===== config.mk =====
export PLATFORM = sky130hd
export DESIGN_NAME = controlUnit
export DESIGN_NICKNAME = d
export VERILOG_FILES = /design/src/verilog/isaPkg.sv /design/src/verilog/ctrlPkg.sv /design/src/verilog/instrDecoder.sv /design/src/verilog/ctrlSequencer.sv /design/src/verilog/ctrlWordGen.sv /design/src/verilog/controlUnit.sv
export SDC_FILE = /design/constraint.sdc
export NUM_CORES = 1
export LEC_CHECK = 0
export BUFFER_PORTS_ARGS = -buffer_cell sky130_fd_sc_hd__buf_4
export CAP_MARGIN = 20
export CORE_MARGIN = 10
export CORE_UTILIZATION = 50
export CTS_CLUSTER_SIZE = 12
export DETAILED_ROUTE_END_ITERATION = 16
export PLACE_DENSITY = 0.87
export SLEW_MARGIN = 20
export SYNTH_ARGS = -nofsm -noshare
export SYNTH_HDL_FRONTEND = slang
export SYNTH_SLANG_ARGS = --single-unit

===== constraint.sdc =====
create_clock -name clk -period 1.87 [get_ports clk]
set_input_delay 0.0935 -clock clk [delete_from_list [all_inputs] [get_ports clk]]
set_output_delay 0.0935 -clock clk [all_outputs]
set_load 0.02 [all_outputs]

===== src/verilog/isaPkg.sv =====
`default_nettype none

package isaPkg;

	localparam int instrWidth = 32;

	typedef enum logic [6:0] {
		opR      = 7'b0110011,
		opImm    = 7'b0010011,
		opLoad   = 7'b0000011,
		opStore  = 7'b0100011,
		opBranch = 7'b1100011,
		opJal    = 7'b1101111,
		opJalr   = 7'b1100111,
		opLui    = 7'b0110111,
		opSystem = 7'b1110011
	} opcodeT;

	// standard RISC-V field layout, msb first
	typedef struct packed {
		logic [6:0] funct7;
		logic [4:0] rs2;
		logic [4:0] rs1;
		logic [2:0] funct3;
		logic [4:0] rd;
		opcodeT     opcode;
	} instrFieldsT;

	localparam logic [instrWidth-1:0] nopWord = 32'h0000_0013; // addi x0,x0,0

	// funct3 codes
	localparam logic [2:0] f3AddSub = 3'b000;
	localparam logic [2:0] f3Sll    = 3'b001;
	localparam logic [2:0] f3Slt    = 3'b010;
	localparam logic [2:0] f3Srx    = 3'b101; // srli / srai, split by funct7[5]
	localparam logic [2:0] f3And    = 3'b111;
	localparam logic [2:0] f3Beq    = 3'b000;
	localparam logic [2:0] f3Bne    = 3'b001;
	localparam logic [2:0] f3Blt    = 3'b100;
	localparam logic [2:0] f3Bge    = 3'b101;
	localparam logic [2:0] f3Priv   = 3'b000; // ebreak lives here

	typedef enum logic [4:0] {
		clsAdd, clsSub, clsAnd, clsSlt,
		clsAddi, clsSlti, clsSrli, clsSrai, clsSlli,
		clsLoad, clsStore,
		clsBeq, clsBne, clsBge, clsBlt,
		clsJal, clsJalr, clsLui,
		clsBreak,
		clsNop,
		clsIgnore,  // known opcode, unsupported funct
		clsIllegal  // unknown opcode
	} opClassT;

endpackage

`default_nettype wire


===== src/verilog/ctrlPkg.sv =====
`default_nettype none

package ctrlPkg;

	typedef enum logic [4:0] {
		stStart, stFetch, stDecode,
		stAddrCalc, stMemWait, stLoadWb, stStoreWr,
		stExeAdd, stExeSub, stExeAnd, stAluWb,
		stExeSlt, stExeSlti,
		stShiftRl, stShiftRa, stShiftLl,
		stLui,
		stBeq, stBne, stBge, stBlt,
		stJal, stJalrCalc, stJalrJump,
		stHalt
	} stateT;

	typedef enum logic [1:0] {
		shNone         = 2'b00,
		shRightLogical = 2'b01,
		shRightArith   = 2'b10,
		shLeft         = 2'b11
	} shiftOpT;

	typedef enum logic [2:0] {
		mtrAluOut   = 3'b000,
		mtrMdr      = 3'b001,
		mtrLessThan = 3'b010,
		mtrShifter  = 3'b011,
		mtrPc       = 3'b100,
		mtrUpperImm = 3'b101
	} memToRegT;

	typedef enum logic [1:0] {
		srcAPc   = 2'b00,
		srcARegA = 2'b01
	} aluSrcAT;

	typedef enum logic [1:0] {
		srcBRegB      = 2'b00,
		srcBFour      = 2'b01,
		srcBImm       = 2'b10,
		srcBBranchOff = 2'b11
	} aluSrcBT;

	typedef enum logic [2:0] {
		aluPass    = 3'b000,
		aluAdd     = 3'b001,
		aluSub     = 3'b010,
		aluAnd     = 3'b011,
		aluCompare = 3'b111
	} aluFctT;

	typedef enum logic [2:0] {
		brNone = 3'b000,
		brEq   = 3'b001,
		brNe   = 3'b010,
		brGe   = 3'b011,
		brLt   = 3'b100
	} branchCondT;

	typedef struct packed {
		shiftOpT    shiftOp;
		logic       regWrite;
		logic       memWrite;
		logic       loadIR;
		memToRegT   memToReg;
		aluSrcAT    aluSrcA;
		aluSrcBT    aluSrcB;
		aluFctT     aluFct;
		logic       pcWrite;
		branchCondT branchCond; // conditional pc write when not none
		logic       pcSource;
		logic       loadRegA;
		logic       loadRegB;
		logic       loadAOut;
		logic       loadMDR;
	} ctrlWordT;

	localparam ctrlWordT idleWord = '{
		shiftOp:    shNone,
		regWrite:   1'b0,
		memWrite:   1'b0,
		loadIR:     1'b0,
		memToReg:   mtrAluOut,
		aluSrcA:    srcAPc,
		aluSrcB:    srcBRegB,
		aluFct:     aluPass,
		pcWrite:    1'b0,
		branchCond: brNone,
		pcSource:   1'b0,
		loadRegA:   1'b0,
		loadRegB:   1'b0,
		loadAOut:   1'b0,
		loadMDR:    1'b0
	};

endpackage

`default_nettype wire


===== src/verilog/instrDecoder.sv =====
`timescale 1ns/1ps
`default_nettype none

module instrDecoder import isaPkg::*; (
	input  logic [instrWidth-1:0] instr,
	output opClassT               opClass
);

	instrFieldsT fields;
	logic        alt; // funct7[5], selects sub / srai

	assign fields = instrFieldsT'(instr);
	assign alt    = fields.funct7[5];

	always_comb begin
		opClass = clsIgnore;
		if (instr == nopWord) begin
			opClass = clsNop;
		end else begin
			case (fields.opcode)
				opR: begin
					case (fields.funct3)
						f3AddSub: opClass = alt ? clsSub : clsAdd;
						f3Slt:    opClass = alt ? clsIgnore : clsSlt;
						f3And:    opClass = alt ? clsIgnore : clsAnd;
						default:  opClass = clsIgnore;
					endcase
				end
				opImm: begin
					case (fields.funct3)
						f3AddSub: opClass = clsAddi;
						f3Slt:    opClass = clsSlti;
						f3Sll:    opClass = clsSlli;
						f3Srx:    opClass = alt ? clsSrai : clsSrli;
						default:  opClass = clsIgnore;
					endcase
				end
				opLoad: begin
					opClass = clsLoad; // width handled by datapath
				end
				opStore: begin
					opClass = clsStore;
				end
				opBranch: begin
					case (fields.funct3)
						f3Beq:   opClass = clsBeq;
						f3Bne:   opClass = clsBne;
						f3Blt:   opClass = clsBlt;
						f3Bge:   opClass = clsBge;
						default: opClass = clsIgnore;
					endcase
				end
				opJal: begin
					opClass = clsJal;
				end
				opJalr: begin
					opClass = (fields.funct3 == 3'b000) ? clsJalr : clsIgnore;
				end
				opLui: begin
					opClass = clsLui;
				end
				opSystem: begin
					opClass = (fields.funct3 == f3Priv) ? clsBreak : clsIgnore;
				end
				default: begin
					opClass = clsIllegal;
				end
			endcase
		end
	end

endmodule

`default_nettype wire


===== src/verilog/ctrlSequencer.sv =====
`timescale 1ns/1ps
`default_nettype none

module ctrlSequencer import isaPkg::*, ctrlPkg::*; (
	input  logic    clk,
	input  logic    reset,
	input  opClassT opClass,
	output stateT   state
);

	stateT nextState;

	always_ff @(posedge clk or posedge reset) begin
		if (reset) begin
			state <= stStart;
		end else begin
			state <= nextState;
		end
	end

	always_comb begin
		nextState = stStart;
		case (state)
			stStart:  nextState = stFetch;
			stFetch:  nextState = stDecode;
			stDecode: begin
				case (opClass)
					clsAdd:                        nextState = stExeAdd;
					clsSub:                        nextState = stExeSub;
					clsAnd:                        nextState = stExeAnd;
					clsSlt:                        nextState = stExeSlt;
					clsSlti:                       nextState = stExeSlti;
					clsSrli:                       nextState = stShiftRl;
					clsSrai:                       nextState = stShiftRa;
					clsSlli:                       nextState = stShiftLl;
					clsAddi, clsLoad, clsStore:    nextState = stAddrCalc;
					clsBeq:                        nextState = stBeq;
					clsBne:                        nextState = stBne;
					clsBge:                        nextState = stBge;
					clsBlt:                        nextState = stBlt;
					clsJal:                        nextState = stJal;
					clsJalr:                       nextState = stJalrCalc;
					clsLui:                        nextState = stLui;
					clsBreak, clsIllegal:          nextState = stHalt;
					default:                       nextState = stStart; // nop, ignore
				endcase
			end
			stAddrCalc: begin
				if (opClass == clsLoad || opClass == clsStore) begin
					nextState = stMemWait;
				end else if (opClass == clsAddi) begin
					nextState = stAluWb;
				end else begin
					nextState = stStart;
				end
			end
			stMemWait: begin
				if (opClass == clsLoad) begin
					nextState = stLoadWb;
				end else if (opClass == clsStore) begin
					nextState = stStoreWr;
				end else begin
					nextState = stStart;
				end
			end
			stExeAdd, stExeSub, stExeAnd: nextState = stAluWb;
			stJalrCalc:                   nextState = stJalrJump;
			stHalt:                       nextState = stHalt; // only reset leaves
			default:                      nextState = stStart;
		endcase
	end

	haltAbsorbing: assert property (
		@(posedge clk) disable iff (reset)
		state == stHalt |=> state == stHalt
	) else $error("left stHalt without reset");

	noRefetchAfterDecode: assert property (
		@(posedge clk) disable iff (reset)
		state == stDecode |=> state != stFetch
	) else $error("stFetch directly after stDecode");

endmodule

`default_nettype wire


===== src/verilog/ctrlWordGen.sv =====
`timescale 1ns/1ps
`default_nettype none

module ctrlWordGen import ctrlPkg::*; (
	input  stateT    state,
	output ctrlWordT ctrlWord
);

	always_comb begin
		ctrlWord = idleWord;
		case (state)
			stFetch: begin
				ctrlWord.loadIR  = 1'b1;
				ctrlWord.aluSrcB = srcBFour; // pc + 4
				ctrlWord.aluFct  = aluAdd;
				ctrlWord.pcWrite = 1'b1;
			end
			stDecode: begin
				ctrlWord.loadIR   = 1'b1;
				ctrlWord.aluSrcB  = srcBBranchOff; // precompute branch target
				ctrlWord.aluFct   = aluAdd;
				ctrlWord.loadRegA = 1'b1;
				ctrlWord.loadRegB = 1'b1;
				ctrlWord.loadAOut = 1'b1;
			end
			stAddrCalc, stJalrCalc: begin
				ctrlWord.aluSrcA  = srcARegA;
				ctrlWord.aluSrcB  = srcBImm;
				ctrlWord.aluFct   = aluAdd;
				ctrlWord.loadAOut = 1'b1;
			end
			stLoadWb: begin
				ctrlWord.regWrite = 1'b1;
				ctrlWord.memToReg = mtrMdr;
				ctrlWord.loadMDR  = 1'b1;
			end
			stStoreWr: begin
				ctrlWord.memWrite = 1'b1;
			end
			stExeAdd, stExeSub, stExeAnd: begin
				ctrlWord.aluSrcA  = srcARegA;
				ctrlWord.aluSrcB  = srcBRegB;
				ctrlWord.loadAOut = 1'b1;
				ctrlWord.aluFct   = (state == stExeAdd) ? aluAdd :
				                    (state == stExeSub) ? aluSub : aluAnd;
			end
			stAluWb: begin
				ctrlWord.regWrite = 1'b1;
				ctrlWord.memToReg = mtrAluOut;
			end
			stExeSlt, stExeSlti: begin
				ctrlWord.aluSrcA  = srcARegA;
				ctrlWord.aluSrcB  = (state == stExeSlti) ? srcBImm : srcBRegB;
				ctrlWord.aluFct   = aluCompare;
				ctrlWord.regWrite = 1'b1;
				ctrlWord.memToReg = mtrLessThan;
			end
			stShiftRl, stShiftRa, stShiftLl: begin
				ctrlWord.regWrite = 1'b1;
				ctrlWord.memToReg = mtrShifter;
				ctrlWord.shiftOp  = (state == stShiftRl) ? shRightLogical :
				                    (state == stShiftRa) ? shRightArith : shLeft;
			end
			stLui: begin
				ctrlWord.regWrite = 1'b1;
				ctrlWord.memToReg = mtrUpperImm;
			end
			stBeq, stBne, stBge, stBlt: begin
				ctrlWord.aluSrcA  = srcARegA;
				ctrlWord.aluSrcB  = srcBRegB;
				ctrlWord.pcSource = 1'b1; // target sits in aOut
				ctrlWord.aluFct   = (state == stBeq || state == stBne) ? aluSub : aluCompare;
				case (state)
					stBeq:   ctrlWord.branchCond = brEq;
					stBne:   ctrlWord.branchCond = brNe;
					stBge:   ctrlWord.branchCond = brGe;
					default: ctrlWord.branchCond = brLt;
				endcase
			end
			stJal, stJalrJump: begin
				ctrlWord.regWrite = 1'b1;
				ctrlWord.memToReg = mtrPc; // link address
				ctrlWord.pcWrite  = 1'b1;
				ctrlWord.pcSource = 1'b1;
			end
			default: ctrlWord = idleWord; // start, mem wait, halt
		endcase
	end

	// register file and memory never written in the same state
	always_comb begin
		assert (!(ctrlWord.regWrite && ctrlWord.memWrite))
			else $error("regWrite and memWrite both set in state %0d", state);
		assert (!(ctrlWord.pcWrite && ctrlWord.branchCond != brNone))
			else $error("unconditional and conditional pc write in state %0d", state);
	end

endmodule

`default_nettype wire


===== src/verilog/controlUnit.sv =====
`timescale 1ns/1ps
`default_nettype none

module controlUnit import isaPkg::*, ctrlPkg::*; (
	input  logic                  clk,
	input  logic                  reset,
	input  logic [instrWidth-1:0] instr,
	output stateT                 stateOut,
	output ctrlWordT              ctrl
);

	opClassT opClass;

	instrDecoder decoder0 (
		.instr   (instr),
		.opClass (opClass)
	);

	ctrlSequencer sequencer0 (
		.clk     (clk),
		.reset   (reset),
		.opClass (opClass),
		.state   (stateOut)
	);

	ctrlWordGen wordGen0 (
		.state    (stateOut),
		.ctrlWord (ctrl)
	);

endmodule

`default_nettype wire


==> qor.csv, run 1 <==
stage,metric,value,unit
yosys,Synth area leaders,"dfrtp_1 (7.8%), nor2_1 (6.7%), a21oi_1 (5.9%), nand2b_1 (5.0%), nor3_1 (5.0%)",
die,chip width,76.82,µm
place,pre-CTS setup slack,-0.4612,ns
die,DIE HEIGHT,76.82,µm
clock_network,root buf cell,clkbuf_4,
clock_network,Sink Count,5,
yosys,Post-synth top flop,dfrtp_1,
place,Placer Congestion,0.9623,
run_status,Exit stage,clock tree synthesis,
yosys,Synth Warn #,0,
run_status,status,stopped before the end,
clock_network,Max Root-Sink Buffers,2,
die,Top Ports,63,
place,I/O Buffers,61,
yosys,Syn Inst Count,255,
yosys,number of synthesized flops with an enable pin,0,
clock_network,Post-CTS Resized,51,
yosys,asr flop ratio synth,100.0,%
place,HPWL Detailed,5558,µm
yosys,post-synthesis instance area,1614,µm²
clock_network,H-Tree Depth,1,
clock_network,CTS Buf Count,3,
run_status,first error,[ERROR DPL-0033] detailed placement checks failed during check placement.,
clock_network,cts hold-fix bufs,1,
yosys,"area leader, netlist",dfrtp_1,
die,# rows,20,
die,Initial Util,52.44,%
yosys,sequential share of the synthesized area,7.752,%
clock_network,Setup Buffers After CTS,15,
yosys,Yosys cell types,60,
yosys,top cell type's share of synthesized area,7.752,%
yosys,Mean Syn Cell Area,6.330,µm²
yosys,post-synth net total,295,
yosys,post-synthesis register bit count,5,
==> synth_stat cells, types with 4 or more instances <==
cell      count
a21o_1        4
nand2b_1     13
nand3b_1      4
clkbuf_1     19
or3_1         4
a31oi_1       5
nor4_1       12
o21ai_0      12
ha_1          6
inv_1         8
nor2b_1       5
nor2_1       29
nand2_1      21
a21oi_1      19
dfrtp_1       5
nor3_1       16
==> cell families after synthesis <==
logic type               share of synthesized area, %
adder cells (fa/ha/maj)                         4.651
flip-flops                                      7.752
multiplexers                                    2.558
other                                          0.2323
buffers and inverters                           8.914
AND/OR/NAND/NOR                                 41.40
XOR/XNOR                                        1.085
AO/OA/AOI/OAI                                   33.41
==> per-stage QoR <==
stage	area, µm²	utilization, %	hold WS (ns)	std cells
detailed placement	2599	84.43	0.003723	394
floorplan	1779	-	-0.1280	255
global placement	2599	84.43	-0.001930	394
==> run 2: changes to the inputs <==
--- a/config.mk
+++ b/config.mk
@@ -8,10 +8,9 @@
 export BUFFER_PORTS_ARGS = -buffer_cell sky130_fd_sc_hd__buf_4
 export CAP_MARGIN = 20
 export CORE_MARGIN = 10
-export CORE_UTILIZATION = 50
-export CTS_CLUSTER_SIZE = 12
+export CORE_UTILIZATION = 35
 export DETAILED_ROUTE_END_ITERATION = 16
-export PLACE_DENSITY = 0.87
+export PLACE_DENSITY_LB_ADDON = 0.15
 export SLEW_MARGIN = 20
 export SYNTH_ARGS = -nofsm -noshare
 export SYNTH_HDL_FRONTEND = slang
==> qor.csv, run 2 <==
stage,metric,value,unit,change
run_status,status,"complete, but fails checks",,
run_status,failing checks,setup timing,,
worst_setup_path,crit path launch type,input pin,,
routing,Post-Route WL,6477,µm,
finish,"Design Area, Final",3000,µm²,
flow_run,Max Cap Violations,0,,
die,chip width,87.91,µm,+14%
pwr,Tot Pwr,2.370,mW,
timing,fmax,489.7,MHz,
worst_setup_path,CP cell instances,"buf_8, nand3b_1, buf_4, o311ai_4, a211oi_4, buf_4, ha_4, nand3b_1, nor3_2, a211o_1, a41oi_2, o211ai_1",,
grt,total gr overflow,0,,
worst_setup_path,Worst path slowest cell,o311ai_4,,
routing,routed wl met3,439,µm,
routing,uppermost layer routed,met4,,
grt,vias in the first global route,2217,,
timing,Max Transition Viols Final,0,,
yosys,Mean Syn Cell Area,6.330,µm²,unchanged
grt,initial antenna violation count,0,,
place,I/O Buffers,61,,unchanged
yosys,Yosys cell types,60,,unchanged
yosys,post-synthesis register bit count,5,,unchanged
finish,most frequent cells in the layout,"buf_4 (112), nor2_1 (26), nand2_1 (21)",,
yosys,Synth Warn #,0,,unchanged
timing,RSZ-0062 raised after global routing,yes,,
clock_network,CTS tree,done,,
worst_setup_path,critical path arrival,2.12,ns,
worst_setup_path,WP buf/inv,3,,
timing,clock period minus final worst setup slack,2.042,ns,
worst_setup_path,Setup crit start,instr[4],,
place,Area after DPL,2611,µm²,+0.48%
worst_setup_path,crit end category,register,,
die,DIE HEIGHT,87.91,µm,+14%
timing,clk_skew,0.001233,ns,
yosys,Syn Inst Count,255,,unchanged
finish,Largest register FFs,5,,
finish,Top Registers,sequencer0.state x5,,
yosys,post-synth net total,295,,unchanged
yosys,post-synthesis instance area,1614,µm²,unchanged
pwr,Peak VDD IR,0.5634,mV,
routing,DRT Pass-1 Iters,4,,
finish,area grow syn2layout,85.89,%,
yosys,number of synthesized flops with an enable pin,0,,unchanged
finish,fin nets,401,,
pwr,share of power burned in combinational logic,83.2,%,
yosys,asr flop ratio synth,100.0,%,unchanged
pwr,switching share of power,52.50,%,
yosys,"area leader, netlist",dfrtp_1,,
min_path,worst hold path type,in -> async,,
finish,share of layout cells above drive strength 1,49.44,%,
timing,Final Hold Viols,0,,
worst_setup_path,Crit Path Class,in -> reg,,
routing,vias per cell,5.721,,
place,HPWL Detailed,5001,µm,-10%
finish,Biggest register,sequencer0.state,,
timing,Fin Setup TNS,-0.5972,ns,
timing,Final Cycle Share,109.2,%,
worst_setup_path,Crit Path Max Fanout,4,,
timing,setup ws final,-0.1721,ns,
pwr,Internal,1.126,mW,
routing,antenna-violating nets left,0,,
clock_network,Skew-Pair Late Insertion Delay,0.22,ns,
timing,Final setup viols,7,,
yosys,most common cell in the synthesized netlist,nor2_1,,
pwr,Seq pwr share,8.4,%,
grt,total track usage,15.12,%,
die,Initial Util,36.56,%,-16 points
routing,drt first-iter violations,116,,
pwr,Switch Pwr,1.244,mW,
finish,fill cell count,380,,
timing,relative slew slack,62.30,%,
clock_network,H-Tree Depth,1,,unchanged
yosys,Synth top cells by count,"nor2_1 (29), nand2_1 (21), a21oi_1 (19), clkbuf_1 (19), nor3_1 (16)",,
pwr,Pwr Density,790.0,nW/µm²,
timing,Hold Slack,0.3180,ns,
grt,largest net degree at the start of global routing,27,,
clock_network,root buf cell,clkbuf_8,,
clock_network,"Reg clk slew, reported paths",0.03,ns,
die,die area,7728,µm²,
die,Top Ports,63,,unchanged
yosys,top cell type's share of synthesized area,7.752,%,unchanged
finish,"most common cell after layout, fill and taps aside",buf_4,,
clock_network,Sink Count,5,,unchanged
routing,WL/cell,15.72,µm,
grt,first-pass GRT wire length,9949,µm,
yosys,sequential share of the synthesized area,7.752,%,unchanged
worst_setup_path,Crit path max-delay family,compound AO/OA/AOI/OAI gates,,
timing,actual slew at the worst max-slew pin,0.5641,ns,
worst_setup_path,worst endpoint required time,1.95,ns,
die,core box area,4414,µm²,
clock_network,CTS Buf Count,3,,unchanged
pwr,LEAKAGE,1.290,nW,
worst_setup_path,Worst path max stage delay,0.31,ns,
yosys,Synth area leaders,"dfrtp_1 (7.8%), nor2_1 (6.7%), a21oi_1 (5.9%), nand2b_1 (5.0%), nor3_1 (5.0%)",,
routing,routed vias,2357,,
pwr,clock share of power,8.4,%,
yosys,Post-synth top flop,dfrtp_1,,
die,# rows,24,,+20%
clock_network,Max Root-Sink Buffers,2,,unchanged
routing,# DRC,0,,
routing,WL met2,3370,µm,
finish,# diodes,0,,
place,Placer Congestion,0.9372,,-2.6%
worst_setup_path,worst reg2reg path startpoint,sequencer0.state[4]$_DFF_PP0_,,
finish,Util after Layout,67.97,%,
routing,DRT met1 WL,2563,µm,
-- run 2: per-layer routing --
layer / up-vias / GRT usage, %
met2: 76 / 28.77
li1: 1163 / -
met5: - / 0
met4: 0 / 3.478
met1: 1108 / 16.18
met3: 10 / 3.714
-- run 2: timing repair --
action	CTS	global route
endpoints found under the hold margin	5	0
hold buffers	1	0
gates resized for setup	25	34
setup endpoints to repair	8	12
buffers inserted	2	6
pin swaps	14	17
-- run 2: kinds of logic after synthesis --
group                      after synthesis  share of synthesized area (%)
xor gates and xnor gates                 2                          1.085
and+or+nand+nor                        126                          41.40
buffers and inverters                   35                          8.914
adders and majority gates                6                          4.651
DFF                                      5                          7.752
other                                    1                         0.2323
AOI/OAI and AO/OA                       76                          33.41
muxes                                    4                          2.558
-- run 2: per-stage QoR --
stage                     cells  setup slack (ns)
after floorplan             255           -0.2637
after global placement      399           -0.4244
after detailed placement    399           -0.4326
after CTS                   406           -0.1126
after global routing        412           -0.2471
final                       412           -0.1721
-- run 2: final cells by class --
type,count,area (µm²),share of cell area [%]
Multi-Input combinational cell,215,1693,56.42
Timing Repair Buffer,127,1039,34.61
Sequential cell,5,125.1,4.170
Tap cell,52,65.06,2.168
Clock buffer,4,45.04,1.501
Inverter,9,33.78,1.126
-- run 2: final timing paths --
check	cells after the start	to	slack [ns]
worst max-delay path	12	sequencer0.state[1]$_DFF_PP0_	-0.17
worst min-delay path	3	sequencer0.state[2]$_DFF_PP0_	0.32
worst max register to register	6	sequencer0.state[0]$_DFF_PP0_	0.06
worst min register to register	2	sequencer0.state[2]$_DFF_PP0_	0.73
max in group asynchronous	3	sequencer0.state[0]$_DFF_PP0_	1.39
min in group clk	6	sequencer0.state[1]$_DFF_PP0_	0.55
-- run 2: worst register-to-register path: cells and delay by family (launching register included) --
kind | cells | cell delay [ns]
AO/OA/AOI/OAI | 2 | 0.35
flip-flops | 1 | 0.41
AND/OR/NAND/NOR | 4 | 0.98
-- run 2: power groups by stage --
stage / logic [mW] / registers, mW / clock network [mW]
CTS: 1.93 / 0.200 / 0.205
finish: 1.97 / 0.199 / 0.199
global placement: 1.88 / 0.201 / 0
global route: 2.14 / 0.209 / 0.216
detailed placement: 1.89 / 0.201 / 0
floorplan: 1.16 / 0.233 / 0
No activity file was read; power rests on OpenSTA's default activity.
==> run 3: changes to the inputs <==
==> constraint.sdc (replaced) <==
create_clock -name clk -period 2.4 [get_ports clk]
set_input_delay 0.12 -clock clk [delete_from_list [all_inputs] [get_ports clk]]
set_output_delay 0.12 -clock clk [all_outputs]
set_load 0.02 [all_outputs]
==> qor.csv, run 3 (synthesis results as in run 2) <==
stage,metric,value,unit,change
die,Top Ports,63,,unchanged
finish,"most common cell after layout, fill and taps aside",buf_4,,
timing,actual slew at the worst max-slew pin,0.7011,ns,+0.1369 ns
place,pre-CTS setup slack,-0.06062,ns,+0.3720 ns
grt,total gr overflow,0,,unchanged
worst_setup_path,worst endpoint required time,2.50,ns,+0.55 ns
worst_setup_path,Worst path slowest cell,or3_4,,
grt,GRT met1 Usage,17.96,%,+1.8 points
die,core box area,4414,µm²,unchanged
routing,Post-Route WL,5753,µm,-11%
die,chip width,87.91,µm,unchanged
run_status,status,completed,,
finish,# diodes,0,,unchanged
worst_setup_path,crit path launch type,input pin,,
clock_network,Max Root-Sink Buffers,2,,unchanged
worst_setup_path,"setup slack, reg-to-reg",0.49,ns,+0.43 ns
finish,Util after Layout,54.02,%,-14 points
timing,setup ws final,0.1907,ns,+0.3628 ns
place,I/O Buffers,61,,unchanged
grt,largest net degree at the start of global routing,27,,unchanged
routing,DRT Pass-1 Iters,4,,unchanged
finish,Reg area,125.1,µm²,unchanged
clock_network,Skew-Pair Late Insertion Delay,0.23,ns,about the same
finish,Largest register FFs,5,,unchanged
finish,Multi-input gate area,1350,µm²,-20%
clock_network,root buf cell,clkbuf_8,,
min_path,worst hold path type,in -> async,,
worst_setup_path,crit end category,register,,
clock_network,CTS tree,done,,
grt,total track usage,14.96,%,-0.15 points
grt,met3 usage,2.971,%,-0.74 points
timing,RSZ-0062 raised after global routing,no,,
place,Placer Congestion,0.9128,,-2.6%
finish,Top Registers,sequencer0.state x5,,
worst_setup_path,R2R Path End,sequencer0.state[0]$_DFF_PP0_,,
flow_run,Max Cap Violations,0,,unchanged
finish,most frequent cells in the layout,"buf_4 (98), nor2_1 (29), nand2_1 (21)",,
timing,Fin Setup TNS,0,ns,+0.5972 ns
timing,fmax,452.6,MHz,
pwr,Peak VDD IR,0.3832,mV,-32%
finish,Finished Layout Cells,385,,-6.6%
grt,grt peak-use layer,met2,,
worst_setup_path,CP cell instances,"buf_4, or3_4, a31oi_4, o311ai_1, a211oi_4, inv_2, ha_1, buf_4, nor2_1, nor4_1, o21a_1, a31oi_1, o22ai_1",,
grt,first-pass GRT wire length,9853,µm,-0.96%
worst_setup_path,worst reg-to-reg path cell count,6,,unchanged
routing,vias per cell,5.621,,-1.7%
worst_setup_path,critical path arrival,2.31,ns,+0.19 ns
worst_setup_path,Crit Path Class,in -> reg,,
clock_network,CTS Buf Count,3,,unchanged
timing,Final setup viols,0,,-7
timing,Hold Slack,0.3443,ns,+0.02628 ns
grt,initial antenna violation count,0,,unchanged
clock_network,H-Tree Depth,1,,unchanged
routing,# DRC,0,,unchanged
die,die area,7728,µm²,unchanged
finish,fin nets,374,,-6.7%
timing,clock period minus final worst setup slack,2.209,ns,
routing,WL/cell,14.94,µm,-4.9%
pwr,Pwr Density,713.7,nW/µm²,-9.7%
timing,clk_skew,0.005143,ns,+0.003909 ns
finish,share of layout cells above drive strength 1,33.63,%,-16 points
finish,area grow syn2layout,47.75,%,
grt,met2 Track Usage GR,26.65,%,-2.1 points
timing,Final Hold Viols,0,,unchanged
die,Initial Util,36.56,%,unchanged
die,DIE HEIGHT,87.91,µm,unchanged
routing,routed vias,2164,,-8.2%
die,# rows,24,,unchanged
clock_network,Sink Count,5,,unchanged
routing,antenna-violating nets left,0,,unchanged
pwr,LEAKAGE,1.053,nW,-18%
worst_setup_path,worst reg2reg path startpoint,sequencer0.state[4]$_DFF_PP0_,,
grt,vias in the first global route,2060,,-7.1%
finish,Biggest register,sequencer0.state,,
timing,relative slew slack,52.05,%,-10 points
worst_setup_path,crit-path most repeated cell,buf_4,,
clock_network,"Reg clk slew, reported paths",0.04,ns,about the same
timing,Max Transition Viols Final,0,,unchanged
timing,Final Cycle Share,92.05,%,
finish,fill cell count,446,,+17%
place,HPWL Detailed,4687,µm,-6.3%
worst_setup_path,Crit Path Max Fanout,7,,+3
routing,drt first-iter violations,149,,+28%
place,Cells after DPL,380,,-4.8%
worst_setup_path,Worst path max stage delay,0.39,ns,+0.08 ns
[run 3: cell types whose count changed in the layout (fill, tap and decap cells not counted), sizes merged]
cell  delta
buf     -27
[run 3: what timing repair did]
action	4_1_cts	5_1_grt
setup endpoints to repair	0	0
hold buffers	1	0
gates resized for setup	0	0
endpoints found under the hold margin	5	0
setup buffers	0	0
[run 3: final cells by class]
class / count / area share [%]
tap: 52 / 2.728
multi-input combinational: 215 / 56.61
sequential: 5 / 5.247
inverter: 9 / 1.417
clock buffer: 4 / 1.889
timing repair buffer: 100 / 32.11
[run 3: worst max-delay path by stage]
stage	slack (ns)	start	endpoint
finish	0.19	instr[3]	sequencer0.state[2]$_DFF_PP0_
global route	0.06	instr[3]	sequencer0.state[2]$_DFF_PP0_
CTS	0.17	instr[3]	sequencer0.state[2]$_DFF_PP0_
detailed placement	-0.06	instr[3]	sequencer0.state[2]$_DFF_PP0_
global placement	-0.02	instr[17]	sequencer0.state[1]$_DFF_PP0_
floorplan	0.02	instr[3]	sequencer0.state[2]$_DFF_PP0_
[run 3: power breakdown]
part / internal (mW) / switching (mW) / total [mW]
combinational: 0.554 / 0.799 / 1.35
sequential: 0.116 / 0.0692 / 0.185
clock: 0.115 / 0.0486 / 0.163
[run 3: through the flow]
| stage | total power, mW | instance area, µm² |
|---|---|---|
| floorplan | 1.053 | 1619 |
| global placement | 1.537 | 2330 |
| detailed placement | 1.539 | 2330 |
| CTS | 1.707 | 2385 |
| global route | 1.858 | 2385 |
| finish | 1.702 | 2385 |
[run 3: routing by layer]
layer	up-vias	wire, µm
li1	1105	-
met1	991	2458
met2	63	2881
met3	5	347
met4	0	65
met5	-	0
[run 3: critical path, delay by kind of cell]
kind / cells / cell delay, ns
AO/OA/AOI/OAI: 6 / 1.07
AND/OR/NAND/NOR: 3 / 0.60
buffers and inverters: 3 / 0.33
adder cells (fa/ha/maj): 1 / 0.20
